===== config.mk =====
export PLATFORM = sky130hd
export DESIGN_NAME = routerOutputStage
export DESIGN_NICKNAME = d
export VERILOG_FILES = /design/src/verilog/routerCfgPkg.sv /design/src/verilog/nocFlitPkg.sv /design/src/verilog/inputQueue.sv /design/src/verilog/packetTimer.sv /design/src/verilog/portArbiter.sv /design/src/verilog/outputRegister.sv /design/src/verilog/routerOutputStage.sv
export SDC_FILE = /design/constraint.sdc
export NUM_CORES = 1
export LEC_CHECK = 0
export BUFFER_PORTS_ARGS = -buffer_cell sky130_fd_sc_hd__buf_2
export CELL_PAD_IN_SITES_DETAIL_PLACEMENT = 0
export CELL_PAD_IN_SITES_GLOBAL_PLACEMENT = 1
export CORE_MARGIN = 1.5
export CORE_UTILIZATION = 46
export CTS_CLUSTER_SIZE = 12
export DETAILED_ROUTE_END_ITERATION = 8
export GPL_TIMING_DRIVEN = 0
export PLACE_DENSITY_LB_ADDON = 0.1
export SETUP_SLACK_MARGIN = 0.2
export SKIP_CTS_REPAIR_TIMING = 1
export SYNTH_ARGS = -nofsm -noshare
export SYNTH_HDL_FRONTEND = slang
export SYNTH_SLANG_ARGS = --single-unit

===== constraint.sdc =====
create_clock -name clk -period 5.2 [get_ports clk]
set_clock_uncertainty 0.05 [all_clocks]
set_input_delay 0.78 -clock clk [delete_from_list [all_inputs] [get_ports clk]]
set_output_delay 0.78 -clock clk [all_outputs]
set_load 0.02 [all_outputs]

===== src/verilog/routerCfgPkg.sv =====
// router configuration shared by the output stage

package routerCfgPkg;

  // ~~~~~~~~~~~~~~~~~~~~~~~~~~~~~~~~~~~~~~~~
  // mesh directions
  // ~~~~~~~~~~~~~~~~~~~~~~~~~~~~~~~~~~~~~~~~

  localparam int NumDirs = 5; // fixed by the mesh

  typedef logic [2:0] dirIdx_t;

  typedef enum logic [2:0]
  {
    Local = 3'd0,
    North = 3'd1,
    East  = 3'd2,
    West  = 3'd3,
    South = 3'd4
  } dir_e;

  // ~~~~~~~~~~~~~~~~~~~~~~~~~~~~~~~~~~~~~~~~
  // sizing defaults
  // ~~~~~~~~~~~~~~~~~~~~~~~~~~~~~~~~~~~~~~~~

  localparam int DefaultQueueDepth = 4; // flits per input queue

endpackage


===== src/verilog/nocFlitPkg.sv =====
// flit formats carried through the router

package nocFlitPkg;

  localparam int LengthBits = 12;

  // header, zero or more body flits, then tail
  typedef enum logic [1:0]
  {
    Header = 2'd0,
    Body   = 2'd1,
    Tail   = 2'd2
  } flitKind_t;

  typedef struct packed
  {
    logic [LengthBits-1:0] length;   // body flits before the tail
    logic [3:0]            msgClass;
  } headerWord_t;

  // header flits decode the word as headerWord_t, the rest as payload
  typedef union packed
  {
    headerWord_t header;
    logic [15:0] payload;
  } flitData_u;

  typedef struct packed
  {
    flitKind_t kind;
    flitData_u data;
  } flit_t;

  typedef struct packed
  {
    routerCfgPkg::dirIdx_t src; // direction the flit came from
    flit_t                 flit;
  } outFlit_t;

endpackage


===== src/verilog/inputQueue.sv =====
`timescale 1ns/10ps

module inputQueue
#(
  parameter int QueueDepth = routerCfgPkg::DefaultQueueDepth
)
(
  input  logic               clk,
  input  logic               rst,
  input  logic               inValid,
  output logic               inReady,
  input  nocFlitPkg::flit_t  inFlit,
  output logic               headValid,
  output nocFlitPkg::flit_t  headFlit,
  input  logic               pop
);
  import nocFlitPkg::*;

  localparam int PtrBits   = (QueueDepth > 1) ? $clog2(QueueDepth) : 1;
  localparam int CountBits = $clog2(QueueDepth + 1);

  flit_t                store [QueueDepth];
  logic [PtrBits-1:0]   wrPtr;
  logic [PtrBits-1:0]   rdPtr;
  logic [CountBits-1:0] fillCount;
  logic [CountBits-1:0] nextCount;
  logic                 push;
  logic                 pull;

  function automatic logic [PtrBits-1:0] wrap(input logic [PtrBits-1:0] ptr);
    return (ptr == PtrBits'(QueueDepth - 1)) ? '0 : ptr + PtrBits'(1);
  endfunction

  assign push      = inValid && inReady;
  assign pull      = pop && headValid;
  assign headValid = (fillCount != '0); // doubles as the arbiter request
  assign headFlit  = store[rdPtr];
  assign inReady   = !rst && (fillCount != CountBits'(QueueDepth)); // not full and out of reset

  always_comb
  begin
    nextCount = fillCount;
    if (push && !pull)
      nextCount = fillCount + CountBits'(1);
    else if (pull && !push)
      nextCount = fillCount - CountBits'(1);
  end

  // ~~~~~~~~~~~~~~~~~~~~~~~~~~~~~~~~~~~~~~~~
  // pointers and fill level
  // ~~~~~~~~~~~~~~~~~~~~~~~~~~~~~~~~~~~~~~~~

  always_ff @(posedge clk)
  begin
    if (rst)
    begin
      wrPtr     <= '0;
      rdPtr     <= '0;
      fillCount <= '0;
    end
    else
    begin
      if (push)
        wrPtr <= wrap(wrPtr);
      if (pull)
        rdPtr <= wrap(rdPtr);
      fillCount <= nextCount;
    end
  end

  always_ff @(posedge clk)
  begin
    if (push)
      store[wrPtr] <= inFlit;
  end

endmodule


===== src/verilog/packetTimer.sv =====
`timescale 1ns/10ps

module packetTimer
(
  input  logic              clk,
  input  logic              rst,
  input  nocFlitPkg::flit_t headFlit,
  input  logic              step,
  output logic              lastFlit
);
  import nocFlitPkg::*;

  logic [LengthBits-1:0] pktLength; // body length from the header
  logic [LengthBits-1:0] flitCount; // flits moved since the header

  always_ff @(posedge clk)
  begin
    if (rst)
    begin
      pktLength <= '0;
      flitCount <= '0;
    end
    else if (step)
    begin
      if (headFlit.kind == Header)
      begin
        pktLength <= headFlit.data.header.length;
        flitCount <= '0;
      end
      else
        flitCount <= flitCount + LengthBits'(1);
    end
  end

  // count reaches length when the tail sits at the head
  assign lastFlit = (headFlit.kind != Header) && (flitCount == pktLength);

endmodule


===== src/verilog/portArbiter.sv =====
`timescale 1ns/10ps

module portArbiter
(
  input  logic                                clk,
  input  logic                                rst,
  input  logic [routerCfgPkg::NumDirs-1:0]    headValid,
  input  nocFlitPkg::flit_t                   headFlit [routerCfgPkg::NumDirs],
  input  logic                                advance,
  output logic [routerCfgPkg::NumDirs-1:0]    grant,
  output routerCfgPkg::dirIdx_t               grantIdx
);
  import routerCfgPkg::*;

  typedef enum logic
  {
    ArbIdle    = 1'b0,
    ArbGranted = 1'b1
  } arbState_e;

  arbState_e          state;
  dirIdx_t            rotPtr;   // first direction to search
  logic [NumDirs-1:0] lastFlit;
  logic [NumDirs-1:0] reqMask;
  logic [NumDirs-1:0] pickOneHot;
  dirIdx_t            pickIdx;
  logic               found;
  logic               tailDone;

  function automatic dirIdx_t stepDir(input dirIdx_t dir);
    return (dir == dirIdx_t'(South)) ? dirIdx_t'(Local) : dir + dirIdx_t'(1);
  endfunction

  for (genvar d = 0; d < NumDirs; d++)
  begin : timerGen
    packetTimer i_timer
    (
      .clk      (clk),
      .rst      (rst),
      .headFlit (headFlit[d]),
      .step     (grant[d] & advance),
      .lastFlit (lastFlit[d])
    );
  end

  // the direction releasing its tail competes again only after going idle
  assign reqMask  = headValid & ~grant;
  assign tailDone = (state == ArbGranted) && advance && lastFlit[grantIdx];

  // ~~~~~~~~~~~~~~~~~~~~~~~~~~~~~~~~~~~~~~~~
  // rotating scan
  // ~~~~~~~~~~~~~~~~~~~~~~~~~~~~~~~~~~~~~~~~

  always_comb
  begin
    dirIdx_t probe;
    probe      = rotPtr;
    found      = 1'b0;
    pickIdx    = rotPtr;
    pickOneHot = '0;
    for (int i = 0; i < NumDirs; i++)
    begin
      if (!found && reqMask[probe])
      begin
        found             = 1'b1;
        pickIdx           = probe;
        pickOneHot[probe] = 1'b1;
      end
      probe = stepDir(probe);
    end
  end

  always_ff @(posedge clk)
  begin
    if (rst)
    begin
      state    <= ArbIdle;
      grant    <= '0;
      grantIdx <= dirIdx_t'(Local);
      rotPtr   <= dirIdx_t'(Local);
    end
    else if (state == ArbIdle || tailDone) // grant only moves at a packet boundary
    begin
      if (found)
      begin
        state    <= ArbGranted;
        grant    <= pickOneHot;
        grantIdx <= pickIdx;
        rotPtr   <= stepDir(pickIdx);
      end
      else
      begin
        state <= ArbIdle;
        grant <= '0;
      end
    end
  end

endmodule


===== src/verilog/outputRegister.sv =====
`timescale 1ns/10ps

module outputRegister
(
  input  logic                             clk,
  input  logic                             rst,
  input  logic [routerCfgPkg::NumDirs-1:0] grant,
  input  routerCfgPkg::dirIdx_t            grantIdx,
  input  logic [routerCfgPkg::NumDirs-1:0] headValid,
  input  nocFlitPkg::flit_t                headFlit [routerCfgPkg::NumDirs],
  output logic                             advance,
  output logic                             outValid,
  input  logic                             outReady,
  output nocFlitPkg::outFlit_t             outFlit
);
  import nocFlitPkg::*;

  flit_t selFlit;
  logic  selValid;

  assign selFlit  = headFlit[grantIdx];
  assign selValid = |(grant & headValid);

  // load when empty or draining this cycle
  assign advance = selValid && (!outValid || outReady);

  always_ff @(posedge clk)
  begin
    if (rst)
      outValid <= 1'b0;
    else if (advance)
      outValid <= 1'b1;
    else if (outReady)
      outValid <= 1'b0;
  end

  always_ff @(posedge clk)
  begin
    if (advance)
    begin
      outFlit.src  <= grantIdx; // tag with source direction
      outFlit.flit <= selFlit;
    end
  end

endmodule


===== src/verilog/routerOutputStage.sv =====
`timescale 1ns/10ps

module routerOutputStage
#(
  parameter int QueueDepth = routerCfgPkg::DefaultQueueDepth
)
(
  input  logic                             clk,
  input  logic                             rst,
  input  logic [routerCfgPkg::NumDirs-1:0] inValid,
  output logic [routerCfgPkg::NumDirs-1:0] inReady,
  input  nocFlitPkg::flit_t                inFlit [routerCfgPkg::NumDirs],
  output logic                             outValid,
  input  logic                             outReady,
  output nocFlitPkg::outFlit_t             outFlit
);
  import nocFlitPkg::*;
  import routerCfgPkg::*;

  logic [NumDirs-1:0] headValid;
  flit_t              headFlit [NumDirs];
  logic [NumDirs-1:0] grant;
  dirIdx_t            grantIdx;
  logic               advance;

  // ~~~~~~~~~~~~~~~~~~~~~~~~~~~~~~~~~~~~~~~~
  // input side
  // ~~~~~~~~~~~~~~~~~~~~~~~~~~~~~~~~~~~~~~~~

  for (genvar d = 0; d < NumDirs; d++)
  begin : queueGen
    inputQueue #(.QueueDepth(QueueDepth)) i_queue
    (
      .clk       (clk),
      .rst       (rst),
      .inValid   (inValid[d]),
      .inReady   (inReady[d]),
      .inFlit    (inFlit[d]),
      .headValid (headValid[d]),
      .headFlit  (headFlit[d]),
      .pop       (grant[d] & headValid[d] & advance)
    );
  end

  portArbiter i_arbiter
  (
    .clk       (clk),
    .rst       (rst),
    .headValid (headValid),
    .headFlit  (headFlit),
    .advance   (advance),
    .grant     (grant),
    .grantIdx  (grantIdx)
  );

  outputRegister i_outReg
  (
    .clk       (clk),
    .rst       (rst),
    .grant     (grant),
    .grantIdx  (grantIdx),
    .headValid (headValid),
    .headFlit  (headFlit),
    .advance   (advance),
    .outValid  (outValid),
    .outReady  (outReady),
    .outFlit   (outFlit)
  );

endmodule


### Word-level counts from Yosys, hierarchy flattened

Memory sizes are Yosys's and may differ from the RTL's. A register that Yosys moved wholly into a read port is not among the register bits.
Cells that the tools add are included.

* $add $sub $neg: 30
* order comparisons: 12
* eq/ne operators: 25
* muxes and demuxes: 93
* bitwise gates (word level): 24
* reductions and logical operators: 88

Operators with widths (count)
* 12-bit by 1-bit adder with 12-bit output (second input constant): 5
* 12-bit equality test: 5
* 12-bit 2-to-1 mux: 5
* 3-bit 2-to-1 mux: 19
* 18-bit binary-select mux with 3-bit select: 1
* 1-bit logical AND: 42
* 2-bit 2-to-1 mux: 20
* 18-bit 2-to-1 mux: 2
* 3-bit by 1-bit adder with 3-bit output (second input constant): 10
* 5-bit 2-to-1 mux: 6
* 1-bit 2-to-1 mux: 29
* 3-bit by 4-bit < comparator with 1-bit output (second input constant): 6
* 2-bit nonzero test: 11
* 2-bit by 1-bit adder with 2-bit output (second input constant): 10
* 2-bit equality test (second input constant): 10
* 5-bit bitwise OR: 4
* 1-bit binary-select mux with 3-bit select: 6
* 1-bit zero test: 16
* 1-bit bitwise AND: 15
* 1-bit demux with 3-bit select: 5
* 3-bit equality test (second input constant): 5
* 3-bit by 1-bit greater-or-equal comparator with 1-bit output (second input constant): 5
* 3-bit != test (second input constant): 5
* 3-bit nonzero test: 5
* other kinds (10): 25

* flip-flop bits (word level): 189
* bits in writable memories: 360
* output and inout bits: 27
* logic and storage cells: 310
* memories: 5

Memories
* queueGen[0].i_queue.store: words 4, bits a word 18, rd ports 1, clocked after memory_dff 1, wr ports 1, line inputQueue.sv:22 `flit_t store [QueueDepth];`
* queueGen[1].i_queue.store: words 4, bits a word 18, rd ports 1, clocked after memory_dff 1, wr ports 1, line inputQueue.sv:22
* queueGen[2].i_queue.store: words 4, bits a word 18, rd ports 1, clocked after memory_dff 1, wr ports 1, line inputQueue.sv:22
* queueGen[3].i_queue.store: words 4, bits a word 18, rd ports 1, clocked after memory_dff 1, wr ports 1, line inputQueue.sv:22
* queueGen[4].i_queue.store: words 4, bits a word 18, rd ports 1, clocked after memory_dff 1, wr ports 1, line inputQueue.sv:22

### Longest topological paths before layout

Gate-level depths: netlist (run 1).

* depth in word-level cells: 19
* gate-level depth with buffers: 21

### By module

From an unflattened synthesis (run 1), not the netlist that was laid out.

* cells, all modules: 1710
* area, all modules: 24185.7 um^2

Modules (own cells, without submodules)
* inputQueue: instances 5, cells each 141, area each 3098.0 um^2, sequential area each 2342.2 um^2
* packetTimer: instances 5, cells each 129, area each 1071.0 um^2, sequential area each 480.5 um^2
* portArbiter: instances 1, cells each 239, area each 1815.5 um^2, sequential area each 240.2 um^2
* outputRegister: instances 1, cells each 116, area each 1493.9 um^2, sequential area each 650.6 um^2
* routerOutputStage: instances 1, cells each 5, area each 31.3 um^2, sequential area each 0.0 um^2

### Worst setup path before layout (run 1)

Ideal clock, no wire load.

* kind: reg2reg
* start: reg i_arbiter.rotPtr[0]
* end: reg i_arbiter.rotPtr[2]
* setup time: 0.091 ns
* arrival time: 4.945 ns
* required time: 5.059 ns
* setup slack: 0.114 ns
* stages on the path, launching flop included: 22
* path buffers: 3
* period minus slack after synthesis: 5.086 ns
* cell sequence: dfxtp_1 -> clkbuf_1 -> clkinv_1 -> ha_1 -> a21o_1 -> ha_1 -> o21ai_0 -> a22o_1 -> buf_2 -> inv_2 -> ha_1 -> or4_4 -> and2_4 -> buf_6 -> a31o_2 -> nand2b_4 -> or3_4 -> mux2i_2 -> inv_2 -> ha_1 -> or3_1 -> a311oi_1

* longest elaborated chain between the ends: 17

Ends and longest elaborated chain
* from (decl): line portArbiter.sv:22 `dirIdx_t rotPtr;`
* from (signal assigned): line portArbiter.sv:80 `rotPtr <= dirIdx_t'(Local);`
* from (signal assigned): line portArbiter.sv:89 `rotPtr <= stepDir(pickIdx);`
* branches (longest 14 deep; another with 3-bit by 1-bit adder with 3-bit output)
* 3-bit 2-to-1 mux *: line portArbiter.sv:63 `if (!found && reqMask[probe])`
* via i_arbiter.pickIdx[1]: line portArbiter.sv:26 `dirIdx_t pickIdx;`
* 3-bit by 1-bit adder with 3-bit output or 3-bit equality test (tied branches): line portArbiter.sv:31 `return (dir == dirIdx_t'(South)) ? dirIdx_t'(Local) : dir + dirIdx_t'(1);`
* 3-bit 2-to-1 mux *: line portArbiter.sv:31

Mark *: on every way through the listed nets, which the timed path passes. The select of a mux whose other input is x is not followed.
A chain may end at the register's enable or synchronous reset.

### Final worst setup path (run 1)

Same ends and word-level chain as after synthesis.

==> results of run 1 <==
-- power by group --
part           total [uW]  leakage [uW]  switching, uW  internal [uW]
clock                3660      0.000799           1620           2040
sequential           5200       0.00490            138           5060
combinational        2740       0.00394           1690           1040
-- per-stage QoR --
step           power [uW]  utilization [%]  cell area (um^2)
2_1_floorplan        7020                -             23600
3_5_place_dp         7870             49.7             25100
6_report            11600             53.2             26800
4_1_cts             11500             53.0             26700
5_1_grt             12100             53.2             26800
3_3_place_gp         7820             49.7             25000
-- layout make-up --
| type | count | area, um^2 | share of cell area, % |
|---|---|---|---|
| inverter | 58 | 220 | 0.822 |
| multi-input combinational | 951 | 8100 | 30.2 |
| antenna | 2 | 5.00 | 0.0187 |
| tap | 672 | 841 | 3.14 |
| clock inverter | 18 | 88.8 | 0.331 |
| timing repair buffer | 126 | 656 | 2.45 |
| buffer | 78 | 343 | 1.28 |
| sequential | 559 | 15000 | 56.0 |
| clock buffer | 82 | 1540 | 5.75 |
-- worst max-delay path by stage --
stage          depth (start not counted)  slack [ns]                start             endpoint
2_1_floorplan                         21        0.20  i_arbiter.rotPtr[0]  i_arbiter.rotPtr[2]
5_1_grt                               21      -0.008  i_arbiter.rotPtr[0]  i_arbiter.rotPtr[2]
3_3_place_gp                          18       -1.05  i_arbiter.rotPtr[0]  i_arbiter.rotPtr[2]
4_1_cts                               18       -1.01  i_arbiter.rotPtr[0]  i_arbiter.rotPtr[2]
3_5_place_dp                          18       -0.99  i_arbiter.rotPtr[0]  i_arbiter.rotPtr[2]
6_report                              21        0.23  i_arbiter.rotPtr[0]  i_arbiter.rotPtr[2]
-- kinds of logic after synthesis --
logic type	share of synthesized area, %
flip-flops	63.7
AND/OR/NAND/NOR	8.85
multiplexers	13.9
AO/OA/AOI/OAI	4.51
buffers and inverters	2.33
XOR/XNOR	3.94
adder cells (fa/ha/maj)	2.76
-- worst max-delay path: stages, from the launching register on --
cell and delay [ns]:
dfxtp_4 0.38, buf_6 0.16, inv_4 0.09, ha_4 0.18
a21o_2 0.27, ha_1 0.23, o21ai_0 0.10, a22o_1 0.15
buf_4 0.17, inv_2 0.11, ha_2 0.24, or4_4 0.54
and2_4 0.16, buf_6 0.12, a31o_2 0.25, nand2b_4 0.14
or3_4 0.41, mux2i_4 0.22, inv_2 0.07, ha_1 0.18
or3_1 0.38, a311oi_2 0.26
-- layout by cell type, fill, tap and decap left out, types with 4 or more instances in the layout --
| cell | n |
|---|---|
| edfxtp_1 | 381 |
| dfxtp_1 | 176 |
| nor2_1 | 153 |
| buf_2 | 133 |
| mux4_2 | 108 |
| mux2i_1 | 79 |
| nand2_1 | 77 |
| clkbuf_1 | 75 |
| o21ai_0 | 59 |
| clkbuf_16 | 57 |
| inv_1 | 55 |
| xnor2_1 | 55 |
| xor2_1 | 51 |
| a21oi_1 | 49 |
| ha_1 | 42 |
| nor3_1 | 36 |
| or3_1 | 29 |
| and3_1 | 28 |
| nand3_1 | 28 |
| nand4_1 | 27 |
| o31ai_1 | 15 |
| nand2b_1 | 14 |
| nor4_1 | 10 |
| and2_1 | 10 |
| clkinv_2 | 9 |
| buf_1 | 8 |
| buf_4 | 7 |
| clkinv_1 | 7 |
| nor2b_1 | 6 |
| o211ai_1 | 5 |
| fa_1 | 5 |
| a211oi_1 | 4 |
| a31o_2 | 4 |
-- routing by layer --
layer / part of all wire, % / global-route usage [%] / vias up
met2: 49 / 35.9 / 288
met3: 4.4 / 3.50 / 68
met1: 45 / 30.1 / 6960
met4: 1.5 / 4.44 / 6
li1: - / - / 6552
met5: 0.071 / 0 / -
-- registers in the layout, indices dropped and copies added, names as in the netlist, named ones only --
register / flops
i_outReg.outValid: 1
queueGen.i_queue.fillCount: 15
i_arbiter.grantIdx: 3
i_arbiter.grant: 5
i_outReg.outFlit: 21
queueGen.i_queue.store: 360
i_arbiter.timerGen.i_timer.flitCount: 60
queueGen.i_queue.rdPtr: 10
queueGen.i_queue.wrPtr: 10
i_arbiter.rotPtr: 3
i_arbiter.state: 1
i_arbiter.timerGen.i_timer.pktLength: 60
==> flow_summary.yaml, run 1 <==
detailed_routing:
  vias_per_cell: 5.45
  drt-pass1-iter-count: 5
  drt_wl_total_um: 56000
  drc: 0
  final_antenna_net_count: 0
  wl_per_cell_um: 22.0
  drtIter0Drc: 1085
  via_count: 13900
sta:
  fmax_mhz: 201
  rsz0062_at_grt: "yes"
  drv_slew: 0
  worst_slew_pin_slew_ns: 1.11
  setup_tns_ns: 0
  max-slew-margin-rel_pct: 25.7
  setup_slack_ns: 0.230
  hold_viol_final: 0
  setup-violations-final: 0
  finalCriticalPeriod_ns: 4.97
  fin_crit_sh_pct: 95.6
  timing.hold.ws_ns: 0.338
worst_setup_path:
  start_kind: "flop"
  r2r-end: "i_arbiter.rotPtr[2]"
  crit_type: "reg -> reg"
  crit_fanout: 10
  regToRegStartpoint: "i_arbiter.rotPtr[0]"
  cp.required_ns: 5.64
  r2r_slack_ns: 0.23
  arrival_ns: 5.41
  worst_setup_path_end_kind: "flop"
  r2r_cells: 21
yosys:
  ys_ff_latch: 559
  synth.distinct_cells: 66
  yosysMostFrequentCell: "edfxtp_1"
  syn_nets: 1793
  synth_area_um2: 23600
  synth-edff-count: 381
  synth.top_cell.area_share_pct: 48.6
  synth_top_cell_by_area: "edfxtp_1"
  synth_common_cells: "edfxtp_1, dfxtp_1, nor2_1, mux4_2, mux2i_1"
  synth.area.top_cells: "edfxtp_1, dfxtp_1, mux4_2, mux2i_1, nor2_1"
  avgSynthCellArea_um2: 14.3
  synth_cells: 1646
  async_reset_ff_share_pct: 0
  yosysSeqAreaShare_pct: 63.7
  ys.flop_type: "edfxtp_1"
  yosys_warnings: 0
place:
  port-buffer-count: 124
  dpl_worst_slack_ns: -0.990
  dp_cells: 2443
  gp_congestion: 0.878
  place_hpwl_um: 40300
die:
  die_w_um: 229
  die_area_um2: 52600
  core_area_um2: 50400
  start_util_pct: 46.8
  die_h_um: 229
  num_io_pins: 125
  rows: 82
layout:
  area_delta_synth_final_pct: 13.7
  finalNetCount: 1978
  final_layout_size_suffix_gt1_share_pct: 19.1
  fin_cells: 2546
  fillers: 4316
worst_hold_path:
  min_to: "queueGen[4].i_queue.store[0][14]"
  hold_depth: 1
  hp-class: "in -> reg"
  min-delay-start: "inFlit[14]"
flow_run:
  cap_violations: 0
cts:
  cts_buffers: 57
  cts_tree: "built"
  cts_max_level: 2
  insertion_delay_ns: 0.61
  cts_root_buf: "clkbuf_16"
  cts.clk_slew.worst_paths_ns: 0.06
  clockBufferDepth: 3
  clock_sinks: 559
power_and_ir_drop:
  leakage_uw: 0.00964
  powerDensity_nw_per_um2: 433
  ir_drop_uv: 279
global_route:
  grt_antenna_before_repair: 4
  grt_max_degree: 19
  grtUsageTotal_pct: 21.6
  grt-ovfl-total: 0
  grt_pass1_wl_um: 85100
  grt_pass1_vias: 13800
run_status:
  outcome: "finished clean"
(Power assumes the default switching activity.)
==> run 2, diff against run 1 <==
- SETUP_SLACK_MARGIN: 0.2 -> 0.3
==> flow_summary.yaml, run 2 (synthesized netlist as in run 1, its figures left out) <==
sta:
  rsz0062_at_grt: "yes"
  worst_slew_pin_slew_ns: 1.31
  setup_tns_ns: 0
  finalCriticalPeriod_ns: 4.84
  fin_crit_sh_pct: 93.1
  hold_viol_final: 0
  max-slew-margin-rel_pct: 12.4
  fmax_mhz: 206
  setup-violations-final: 0
  drv_slew: 0
layout:
  top_register: "queueGen.i_queue.store"
  final_cell_mix: "edfxtp_1, dfxtp_1, nor2_1"
  largest_register_ffs: 360
  area_delta_synth_final_pct: 14.9
  final_common_cell: "edfxtp_1"
  reg.largest.list: "queueGen.i_queue.store (360), i_arbiter.timerGen.i_timer.flitCount (60), i_arbiter.timerGen.i_timer.pktLength (60)"
  fin_cells: 2563
  finalNetCount: 1986
  final_layout_size_suffix_gt1_share_pct: 19.9
cts:
  cts_max_level: 2
  cts_tree: "built"
  cts_root_buf: "clkbuf_16"
  cts_buffers: 58
  clockBufferDepth: 3
  cts.clk_slew.worst_paths_ns: 0.07
  insertion_delay_ns: 0.62
  clock_sinks: 559
power_and_ir_drop:
  switching_share_pct: 29.5
  power_frac_seq_pct: 43.5
  clkPwrFrac_pct: 33.5
  comb_power_share_pct: 23.0
  intPower_uw: 8410
  ir_drop_uv: 321
  powerDensity_nw_per_um2: 441
  leakage_uw: 0.00977
  switchingPower_uw: 3520
place:
  gp_congestion: 0.860
  place_hpwl_um: 40300
  dp_cells: 2443
  port-buffer-count: 124
detailed_routing:
  wl_per_cell_um: 21.9
  drt_wl_total_um: 56000
  drt-pass1-iter-count: 4
  final_antenna_net_count: 0
  drc: 0
  vias_per_cell: 5.42
  drtIter0Drc: 954
  via_count: 13900
worst_setup_path:
  crit_start: "i_arbiter.rotPtr[0]"
  crit_type: "reg -> reg"
  path_buf_inv: 6
  worst_setup_path_end_kind: "flop"
  arrival_ns: 5.29
  cpMaxStageDelayCell: "or4_4"
  critPathMaxStageDelay_ns: 0.55
  cp.required_ns: 5.65
  regToRegStartpoint: "i_arbiter.rotPtr[0]"
  cp_cell_sequence: "buf_8, inv_4, ha_4, a21o_4, ha_1, o21ai_1, a22o_1, buf_6, inv_4, ha_2, or4_4, and2_4, buf_6, a31o_2, nand2b_4, or3_4, mux2i_4, inv_1, ha_1, or3_1, a311oi_2"
  crit_fanout: 10
  critPathTopFamily: "simple AND/OR/NAND/NOR gates"
  start_kind: "flop"
global_route:
  grtUsageTotal_pct: 21.6
  grt_max_degree: 19
  grt-ovfl-total: 0
  grt_pass1_vias: 13800
  grt_antenna_before_repair: 4
  grt_pass1_wl_um: 84800
flow_run:
  cap_violations: 0
worst_hold_path:
  min-delay-start: "inFlit[57]"
  hp-class: "in -> reg"
die:
  num_io_pins: 125
  die_area_um2: 52600
  die_h_um: 229
  die_w_um: 229
  start_util_pct: 46.8
  core_area_um2: 50400
  rows: 82
run_status:
  outcome: "finished clean"
==> run 2: changes by cell type in the layout (fill, tap and decap cells not counted), sizes merged <==
cell / change
buf: +7
bufinv: +1
clkbuf: +13
clkinv: -3
clkinvlp: +2
inv: -3
==> run 2: path summary, 6_finish.rpt <==
path	end	slack, ns	cells past startpoint
max	i_arbiter.rotPtr[2]	0.36	21
min	queueGen[1].i_queue.store[2][3]	0.32	1
max reg2reg	i_arbiter.rotPtr[2]	0.36	21
min reg2reg	i_outReg.outFlit[18]	0.37	0
==> run 2: metrics by stage <==
step	util (%)	worst slack (ns)	hold slack (ns)	area, um^2	total power, uW
3_5_place_dp	49.7	-0.705	0.367	25000	7850
5_1_grt	53.7	0.161	0.296	27100	12500
3_3_place_gp	49.7	-0.736	0.382	25000	7820
6_report	53.8	0.357	0.319	27100	11900
2_1_floorplan	-	0.331	0.356	23600	7020
4_1_cts	53.4	-0.772	0.287	26900	11900
==> run 2: power by group through the flow <==
stage | clock (uW) | sequential (uW) | combinational [uW]
2_1_floorplan | 0 | 5310 | 1720
3_3_place_gp | 0 | 5280 | 2540
3_5_place_dp | 0 | 5290 | 2560
4_1_cts | 4080 | 5190 | 2580
5_1_grt | 4260 | 5210 | 3000
6_report | 4000 | 5190 | 2750
==> run 2: cell type report <==
class                      instances  area (um^2)
clock buffer                      95         1710
timing repair buffer             133          696
multi-input combinational        951         8100
sequential                       559        15000
tap                              672          841
buffer                            78          350
antenna                            2         5.00
clock inverter                    15          138
fill                            4206        23300
inverter                          58          226
==> run 2: per-layer routing <==
layer	GRT usage (%)	vias to the layer above	wire length, um
li1	-	6564	-
met1	30.1	6935	25300
met2	34.9	315	26700
met3	3.76	85	2710
met4	6.09	4	1330
met5	0	-	26
==> run 3, diff against run 2 <==
- ABC_AREA: default -> 1
- CORE_UTILIZATION: 46 -> 44
==> flow_summary.yaml, run 3 <==
worst_setup_path:
  cpMaxStageDelayCell: "dfxtp_1"
  crit_fanout: 10
  worst_setup_path_end_kind: "flop"
  crit_type: "reg -> reg"
  arrival_ns: 4.74
  cpMostUsedCell: "nand2_1"
  start_kind: "flop"
  critPathMaxStageDelay_ns: 0.52
  cp.required_ns: 5.67
yosys:
  yosysSeqAreaShare_pct: 62.4
  syn_nets: 2477
  avgSynthCellArea_um2: 10.3
  ys_ff_latch: 559
  synth-edff-count: 381
  synth.distinct_cells: 54
  ys.flop_type: "edfxtp_1"
  synth_cells: 2330
  synth_common_cells: "edfxtp_1, nand2_1, nor2_1, o21ai_0, inv_1"
  yosysMostFrequentCell: "edfxtp_1"
  synth.area.top_cells: "edfxtp_1, dfxtp_1, nand2_1, o21ai_0, nor2_1"
  synth_top_cell_by_area: "edfxtp_1"
  synth_area_um2: 24000
  synth.top_cell.area_share_pct: 47.6
  async_reset_ff_share_pct: 0
  yosys_warnings: 0
layout:
  regArea_um2: 15000
  fin_cells: 3281
  final_cell_mix: "edfxtp_1, nand2_1, o21ai_0"
  largest_register_ffs: 360
  final_layout_size_suffix_gt1_share_pct: 13.0
  multi_input_area_um2: 7900
  fillers: 4851
  utilization_pct: 51.6
  reg.largest.list: "queueGen.i_queue.store (360), i_arbiter.timerGen.i_timer.flitCount (60), i_arbiter.timerGen.i_timer.pktLength (60)"
  area_delta_synth_final_pct: 15.7
  top_register: "queueGen.i_queue.store"
  final_common_cell: "edfxtp_1"
  finalNetCount: 2681
die:
  die_area_um2: 56000
  die_h_um: 237
  core_area_um2: 53900
  start_util_pct: 44.6
  num_io_pins: 125
  rows: 85
  die_w_um: 237
sta:
  timing.hold.ws_ns: 0.323
  worst_slew_pin_slew_ns: 1.14
  fmax_mhz: 234
  hold_viol_final: 0
  setup-violations-final: 0
  fin_crit_sh_pct: 82.1
  rsz0062_at_grt: "no"
  setup_tns_ns: 0
  finalCriticalPeriod_ns: 4.27
  max-slew-margin-rel_pct: 24.1
  drv_slew: 0
worst_hold_path:
  hp-class: "in -> reg"
cts:
  cts_root_buf: "clkbuf_16"
  cts_max_level: 2
  cts.clk_slew.worst_paths_ns: 0.06
  insertion_delay_ns: 0.62
  cts_buffers: 59
  clockBufferDepth: 3
  cts_tree: "built"
  clock_sinks: 559
place:
  gp_congestion: 0.873
  port-buffer-count: 123
  dp_cells: 3169
  place_hpwl_um: 46900
detailed_routing:
  drt-pass1-iter-count: 7
  drtIter0Drc: 1245
  wl_per_cell_um: 19.6
  drc: 0
  vias_per_cell: 5.37
  final_antenna_net_count: 0
  via_count: 17600
  drt_wl_total_um: 64200
run_status:
  outcome: "finished clean"
global_route:
  grt_pass1_wl_um: 98200
  grt_pass1_vias: 17000
  grt_antenna_before_repair: 1
  grt-ovfl-total: 0
  grt_max_degree: 24
  grtUsageTotal_pct: 22.9
flow_run:
  cap_violations: 0
power_and_ir_drop:
  powerDensity_nw_per_um2: 465
  ir_drop_uv: 385
  leakage_uw: 0.0103
  finalPower_uw: 12900
run 3: cell count changes after synthesis, moves of 28 or more:
cell | before | now
mux2i_1 | 79 | 0
nand3_1 | 29 | 86
xor2_1 | 51 | 14
o22ai_1 | 0 | 67
mux4_2 | 108 | 0
o21ai_0 | 59 | 252
nor2_1 | 154 | 257
nand2_1 | 77 | 340
inv_1 | 55 | 188
a21oi_1 | 49 | 174
a32o_1 | 0 | 29
and3_1 | 28 | 0
xnor2_1 | 55 | 22
run 3: cell families (layout without fill, tap and decap cells):
logic type	count (synthesis)	count (layout)	share of synthesized area [%]
compound gates	585	585	13.8
xor+xnor	36	36	1.31
fa+ha+maj	49	49	2.71
buf+inv	300	553	4.87
flops	559	559	62.4
other cells	0	2	0
simple gates	801	801	14.9
run 3: path summary, 6_finish.rpt:
| kind | startpoint | end | slack, ns | cells past startpoint |
|---|---|---|---|---|
| setup / recovery | i_arbiter.rotPtr[1] | i_arbiter.rotPtr[2] | 0.93 | 25 |
| hold / removal | inFlit[67] | queueGen[1].i_queue.store[0][13] | 0.32 | 1 |
| setup reg to reg | i_arbiter.rotPtr[1] | i_arbiter.rotPtr[2] | 0.93 | 25 |
| hold reg to reg | i_arbiter.grantIdx[0] | i_outReg.outFlit[18] | 0.40 | 0 |
run 3: final cells by class:
| type | count | share of cell area, % |
|---|---|---|
| diodes | 2 | 0.0180 |
| plain buffers | 88 | 1.35 |
| clock buffers | 97 | 6.26 |
| clock inverters | 13 | 0.468 |
| inverters | 212 | 2.86 |
| multi-input cells | 1471 | 28.4 |
| flip-flops and latches | 559 | 54.0 |
| well taps | 696 | 3.13 |
| repair buffers | 143 | 3.52 |
run 3: stage by stage:
stage	instance area (um^2)	worst slack [ns]
2_1_floorplan	24000	1.74
6_report	27800	0.931
5_1_grt	27800	0.537
3_5_place_dp	25900	0.942
4_1_cts	27800	0.927
3_3_place_gp	25500	0.934
run 3: metal layers:
layer	global-route usage (%)	wire length (um)	up-vias
met5	0	0	-
met4	7.07	1620	0
met3	3.58	3900	86
met2	37.8	30400	481
met1	31.1	28300	8467
li1	-	-	8592
run 3: worst max-delay path, delay by kind of cell, from the launching register on:
| family | cells | cell delay [ns] |
|---|---|---|
| buffers and inverters | 3 | 0.54 |
| AOI/OAI and AO/OA | 1 | 0.10 |
| adders and majority gates | 4 | 1.07 |
| and+or+nand+nor | 17 | 1.91 |
| DFF | 1 | 0.52 |
run 3: power by group:
part | switching [uW] | internal [uW] | leakage [uW] | total [uW]
Clock | 1710 | 2370 | 0.000905 | 4080
Sequential | 166 | 5110 | 0.00490 | 5270
Combinational | 2500 | 1070 | 0.00444 | 3570
Total | 4380 | 8550 | 0.0103 | 12900
